### src/source/tnoc_config_pkg.sv
package tnoc_config_pkg;
  //--------------------------------------------------------------------------
  //  Router geometry
  //--------------------------------------------------------------------------
  localparam int TNOC_PORTS       = 5;  // Local port plus four mesh neighbours
  localparam int TNOC_CHANNELS    = 2;  // Virtual channels per link
  localparam int TNOC_GRANT_DEPTH = 2;  // Entries in the grant order FIFO

  // Width of a channel number, at least one bit even with a single channel
  localparam int TNOC_VC_WIDTH =
    (TNOC_CHANNELS > 1) ? $clog2(TNOC_CHANNELS) : 1;

  //--------------------------------------------------------------------------
  //  Port index
  //--------------------------------------------------------------------------
  typedef enum logic [2:0] {
    PORT_LOCAL = 3'd0,  // Attached processing element
    PORT_EAST  = 3'd1,
    PORT_WEST  = 3'd2,
    PORT_NORTH = 3'd3,
    PORT_SOUTH = 3'd4
  } tnoc_port_e;

endpackage

### src/source/tnoc_flit_pkg.sv
package tnoc_flit_pkg;
  //--------------------------------------------------------------------------
  //  Flit fields
  //--------------------------------------------------------------------------
  localparam int TNOC_DATA_WIDTH = 32;  // Payload bits per flit

  // Position of a flit inside its packet
  typedef enum logic [1:0] {
    FLIT_HEAD   = 2'b00,  // First flit of a multi-flit packet
    FLIT_BODY   = 2'b01,
    FLIT_TAIL   = 2'b10,  // Last flit, closes the packet
    FLIT_SINGLE = 2'b11   // Head and tail in one flit
  } tnoc_flit_kind_e;

  // A single flit both opens and closes its packet
  function automatic logic is_head(tnoc_flit_kind_e kind);
    return (kind == FLIT_HEAD) || (kind == FLIT_SINGLE);
  endfunction

  function automatic logic is_tail(tnoc_flit_kind_e kind);
    return (kind == FLIT_TAIL) || (kind == FLIT_SINGLE);
  endfunction

endpackage

### src/source/tnoc_output_switch.sv
`timescale 1ns/100ps

module tnoc_output_switch
  import tnoc_config_pkg::*;
  import tnoc_flit_pkg::*;
(
  input   var logic                                       i_clk,
  input   var logic                                       i_rst_n,
  input   var logic [TNOC_PORTS-1:0][TNOC_CHANNELS-1:0]   i_grant,
  input   var logic [TNOC_PORTS-1:0][TNOC_CHANNELS-1:0]   i_request,
  input   var logic [TNOC_PORTS-1:0][TNOC_DATA_WIDTH-1:0] i_flit_data,
  input   var tnoc_flit_kind_e [TNOC_PORTS-1:0]           i_flit_kind,
  output  var logic                                       o_flit_valid,
  output  var logic [TNOC_DATA_WIDTH-1:0]                 o_flit_data,
  output  var tnoc_flit_kind_e                            o_flit_kind,
  output  var logic [TNOC_VC_WIDTH-1:0]                   o_flit_vc
);
  logic                     transfer;
  tnoc_port_e               sel_port;
  logic [TNOC_VC_WIDTH-1:0] sel_vc;

  //--------------------------------------------------------------------------
  //  Locate the transferring port and channel
  //--------------------------------------------------------------------------
  always_comb begin
    transfer = 1'b0;
    sel_port = PORT_LOCAL;
    sel_vc   = '0;
    for (int p = 0; p < TNOC_PORTS; p++) begin
      for (int c = 0; c < TNOC_CHANNELS; c++) begin
        if (i_grant[p][c] && i_request[p][c]) begin  // At most one hit
          transfer = 1'b1;
          sel_port = tnoc_port_e'(p);
          sel_vc   = TNOC_VC_WIDTH'(c);
        end
      end
    end
  end

  always_ff @(posedge i_clk) begin
    if (!i_rst_n) begin
      o_flit_valid <= 1'b0;
    end
    else begin
      o_flit_valid <= transfer;
    end
  end

  always_ff @(posedge i_clk) begin
    if (transfer) begin
      o_flit_data <= i_flit_data[sel_port];
      o_flit_kind <= i_flit_kind[sel_port];
      o_flit_vc   <= sel_vc;            // Channel travels with the flit
    end
  end

endmodule

### config.mk
export PLATFORM = sky130hd
export DESIGN_NAME = tnoc_output_switch
export DESIGN_NICKNAME = d
export VERILOG_FILES = /design/src/source/tnoc_config_pkg.sv /design/src/source/tnoc_flit_pkg.sv /design/src/source/tnoc_output_switch.sv
export SDC_FILE = /design/constraint.sdc
export NUM_CORES = 1
export LEC_CHECK = 0
export ABC_AREA = 1
export BUFFER_PORTS_ARGS = -buffer_cell sky130_fd_sc_hd__buf_2
export CORE_MARGIN = 2
export CORE_UTILIZATION = 39
export CTS_CLUSTER_DIAMETER = 80
export DETAILED_ROUTE_END_ITERATION = 16
export PLACE_DENSITY = 0.77
export SLEW_MARGIN = 10
export SYNTH_ARGS = -nofsm -noshare
export SYNTH_HDL_FRONTEND = slang
export SYNTH_SLANG_ARGS = --single-unit
### constraint.sdc
create_clock -name i_clk -period 2.37 [get_ports i_clk]
set_input_delay 0.474 -clock i_clk [delete_from_list [all_inputs] [get_ports i_clk]]
set_output_delay 0.474 -clock i_clk [all_outputs]
set_load 0.005 [all_outputs]
==> metrics.md <==
| Metric | Value |
|---|---|
| Power Dens Cells | 458.0 nW/µm² |
| Multi-input logic area | approximately 1700 µm² |
| Slew @ Worst Pin | around 0.39 ns |
| GRT Total Usage | a little over a fifth |
| Worst IR Drop VDD | approximately 0.22 mV |
| Initial antenna violation count | 0 |
| Seq cells post-synth | 36 |
| Minimum clock period | 1.780 ns |
| Die H | 98.29 µm |
| Max-Cap Viols | 0 |
| Most frequent cell after synthesis | nand2_1 |
| Core area | between 8000 and 9000 µm² |
| YS warnings | 0 |
| Cts bufs inserted | 5 |
| Final setup vio count | 0 |
| Slowest cell on crit path | nand2_8 |
| End-of-flow core utilization | 53.55% |
| # IOs | 228 |
| FFs w/ async S/R, synth | 0% |
| First-pass GRT wire length | 16530 µm |
| Yosys cell types | 21 |
| Pre-antenna DRT Iters | 5 |
| HP Start | i_rst_n |
| Required time of the worst setup path | 2.41 ns |
| Type of origin of the critical path | input port |
| Fraction of layout cells with a size suffix above 1 | a little under two fifths |
| CTS resizes | 0 |
| Fillers | between 900 and 1000 |
| Area grow syn2layout | 34.03% |
| Top-area cell type share of the netlist area | 30.31% |
| DRT iter0 DRCs | around 110 |
| Pins Over Slew Limit | 0 |
| Grt ovf | 0 |
| Synth area leader | edfxtp_1 |
| Post-Route WL | ~10000 µm |
| Post-route ant nets | 0 |
| Mean post-synth cell area | 6.385 µm² |
| Std cell rows | 34 |
| Final GP Congestion | between 0.8 and 0.9 |
| Port bufs | around 230 |
| Place WS | ~0.28 ns |
| Sequential share of the synthesized area | 30.89% |
| DR DRC count | 0 |
| Syn Nets | between 700 and 800 |
| Vias | 3929 |
| CP peak stage delay | approximately 0.28 ns |
| Final instance area | 4647 µm² |
| Clk slew on worst S/H paths | about 0.070 ns |
| Outcome | finished clean |
| CP Capture Type | flop |
| Area taken by flip-flops and latches | 1071 µm² |
| Vias per Instance | approximately 4.5 |
| Hold Path Class | in2reg |
| Cell leakage power | 0.002968 µW |
| Hold Path Sink | o_flit_valid |
| Top cells by count, synth | 230 x nand2_1, 107 x inv_1, 81 x nand3_1, 35 x edfxtp_1, 15 x a21oi_1 |
| Max FO, Critical Path | 62 |
| Largest cells by area after synthesis | edfxtp_1 30%, nand2_1 25%, nand3_1 12%, inv_1 12%, nand3_2 4.0% |
| WL per Instance | approximately 12 µm |
| Clock Path Buffers | 2 |
| Cts hold-fix bufs | 0 |
| CTS tree | built |
| DP HPWL | 8027 µm |
| Placement Cell Area | around 4600 µm² |
| Vias in the first global route | around 3700 |
| Num Clock Sinks | 36 |
| FMAX | about 0.56 GHz |
| Root Driver | clkbuf_8 |
| Final WS setup | between 0.5 and 0.6 ns |
| RSZ-0062 raised after global routing | no |
| Antenna cells | 0 |
| Die width | 98.29 µm |
| Max_slew headroom | around three quarters |
| # Post-CTS Setup Buffers | 0 |
| Final net count | ~950 |
| Period utilisation layout | between 70 and 80% |
| Die area | 9660 µm² |
| Hold Crit Depth | 3 |
| H-tree depth | 2 |
| Most used flip-flop cell after synthesis | edfxtp_1 |
| Starting Density | roughly 40% |
| CP cell instances | buf_2 -> nand2_1 -> nand2_2 -> inv_4 -> nand2_8 -> nand2_8 -> nand2_8 -> nand2_1 -> nand3_1 -> nand3_1 -> nand2_1 |
| Setup TNS | 0 ns |
| Critical path arrival | around 1.8 ns |
| Critical path type | in2reg |
| Number of synthesized flops with an enable pin | 35 |
| Syn Std Cell Area | roughly 3500 µm² |
| Final hold violations | 0 |
| Cells after synthesis | approximately 540 |
| Pin count of the biggest net entering global routing | 63 |
[layer usage]
metal	vias to the layer above	part of all wire (%)	global-route usage [%]
met1	1662	42	26.18
met4	0	1.8	6.744
met5	-	0	0
li1	2070	-	-
met3	15	7.9	3.937
met2	182	48	36.26
[report_power, final]
| part | internal (µW) | switching (µW) |
|---|---|---|
| combinational | 368 | 482 |
| sequential | 829 | 28.5 |
| clock | 200 | 220 |
| total | 1400 | 731 |
[stage by stage]
step | cells | hold WS [ns] | total power (µW)
after floorplan | 543 | 0.5716 | 1408
after global placement | 856 | 0.6694 | 1712
after detailed placement | 856 | 0.6693 | 1728
after CTS | 864 | 0.3695 | 2152
after global routing | 864 | 0.4017 | 2285
final | 864 | 0.3785 | 2128
[placed cells by master, fill, tap and decap left out]
cell type | netlist | final
a21boi_0 | 1 | 1
a21oi_1 | 15 | 15
a221oi_1 | 1 | 1
buf_12 | 3 | 2
buf_2 | 10 | 227
buf_4 | 4 | 6
clkbuf_8 | 0 | 5
clkinv_1 | 0 | 1
clkinv_2 | 0 | 2
dfxtp_1 | 1 | 1
edfxtp_1 | 35 | 35
inv_1 | 107 | 107
inv_2 | 1 | 1
inv_4 | 3 | 3
nand2_1 | 230 | 230
nand2_2 | 12 | 12
nand2_4 | 2 | 2
nand2_8 | 3 | 3
nand3_1 | 81 | 80
nand3_2 | 14 | 15
nand3b_1 | 6 | 6
o21ai_0 | 1 | 1
[registers in the layout, summed over array words and instances (netlist names)]
| signal | flops |
|---|---|
| o_flit_data | 32 |
| o_flit_kind | 2 |
| o_flit_valid | 1 |
| o_flit_vc | 1 |
[layout make-up]
class,count,share of cell area [%]
Inverter,111,9.128
Clock inverter,3,0.2962
Timing Repair Buffer,235,26.28
Clock buffer,5,1.481
Tap cell,108,2.908
Sequential cell,36,23.05
Multi-Input combinational cell,366,36.86
[worst max-delay path by stage]
stage	from	to	slack, ns	cells past startpoint
after detailed placement	i_grant[5]	o_flit_data[24]	0.28	11
after floorplan	i_grant[9]	o_flit_data[0]	0.36	6
final	i_grant[5]	o_flit_data[24]	0.59	11
after global routing	i_request[3]	o_flit_data[24]	0.44	11
after CTS	i_grant[5]	o_flit_data[24]	0.59	11
after global placement	i_grant[5]	o_flit_data[24]	0.30	11
[worst max-delay path, delay by kind of cell]
family | cells | cell delay (ns)
buf+inv | 2 | 0.18
simple gates | 9 | 1.14
[kinds of logic after synthesis]
group                  count (synthesis)  synth area share [%]
and+or+nand+nor                      348                 46.48
buffers and inverters                141                 19.85
AOI/OAI and AO/OA                     18                 2.779
DFF                                   36                 30.89
Note: power is estimated with default switching activity, not from simulation.
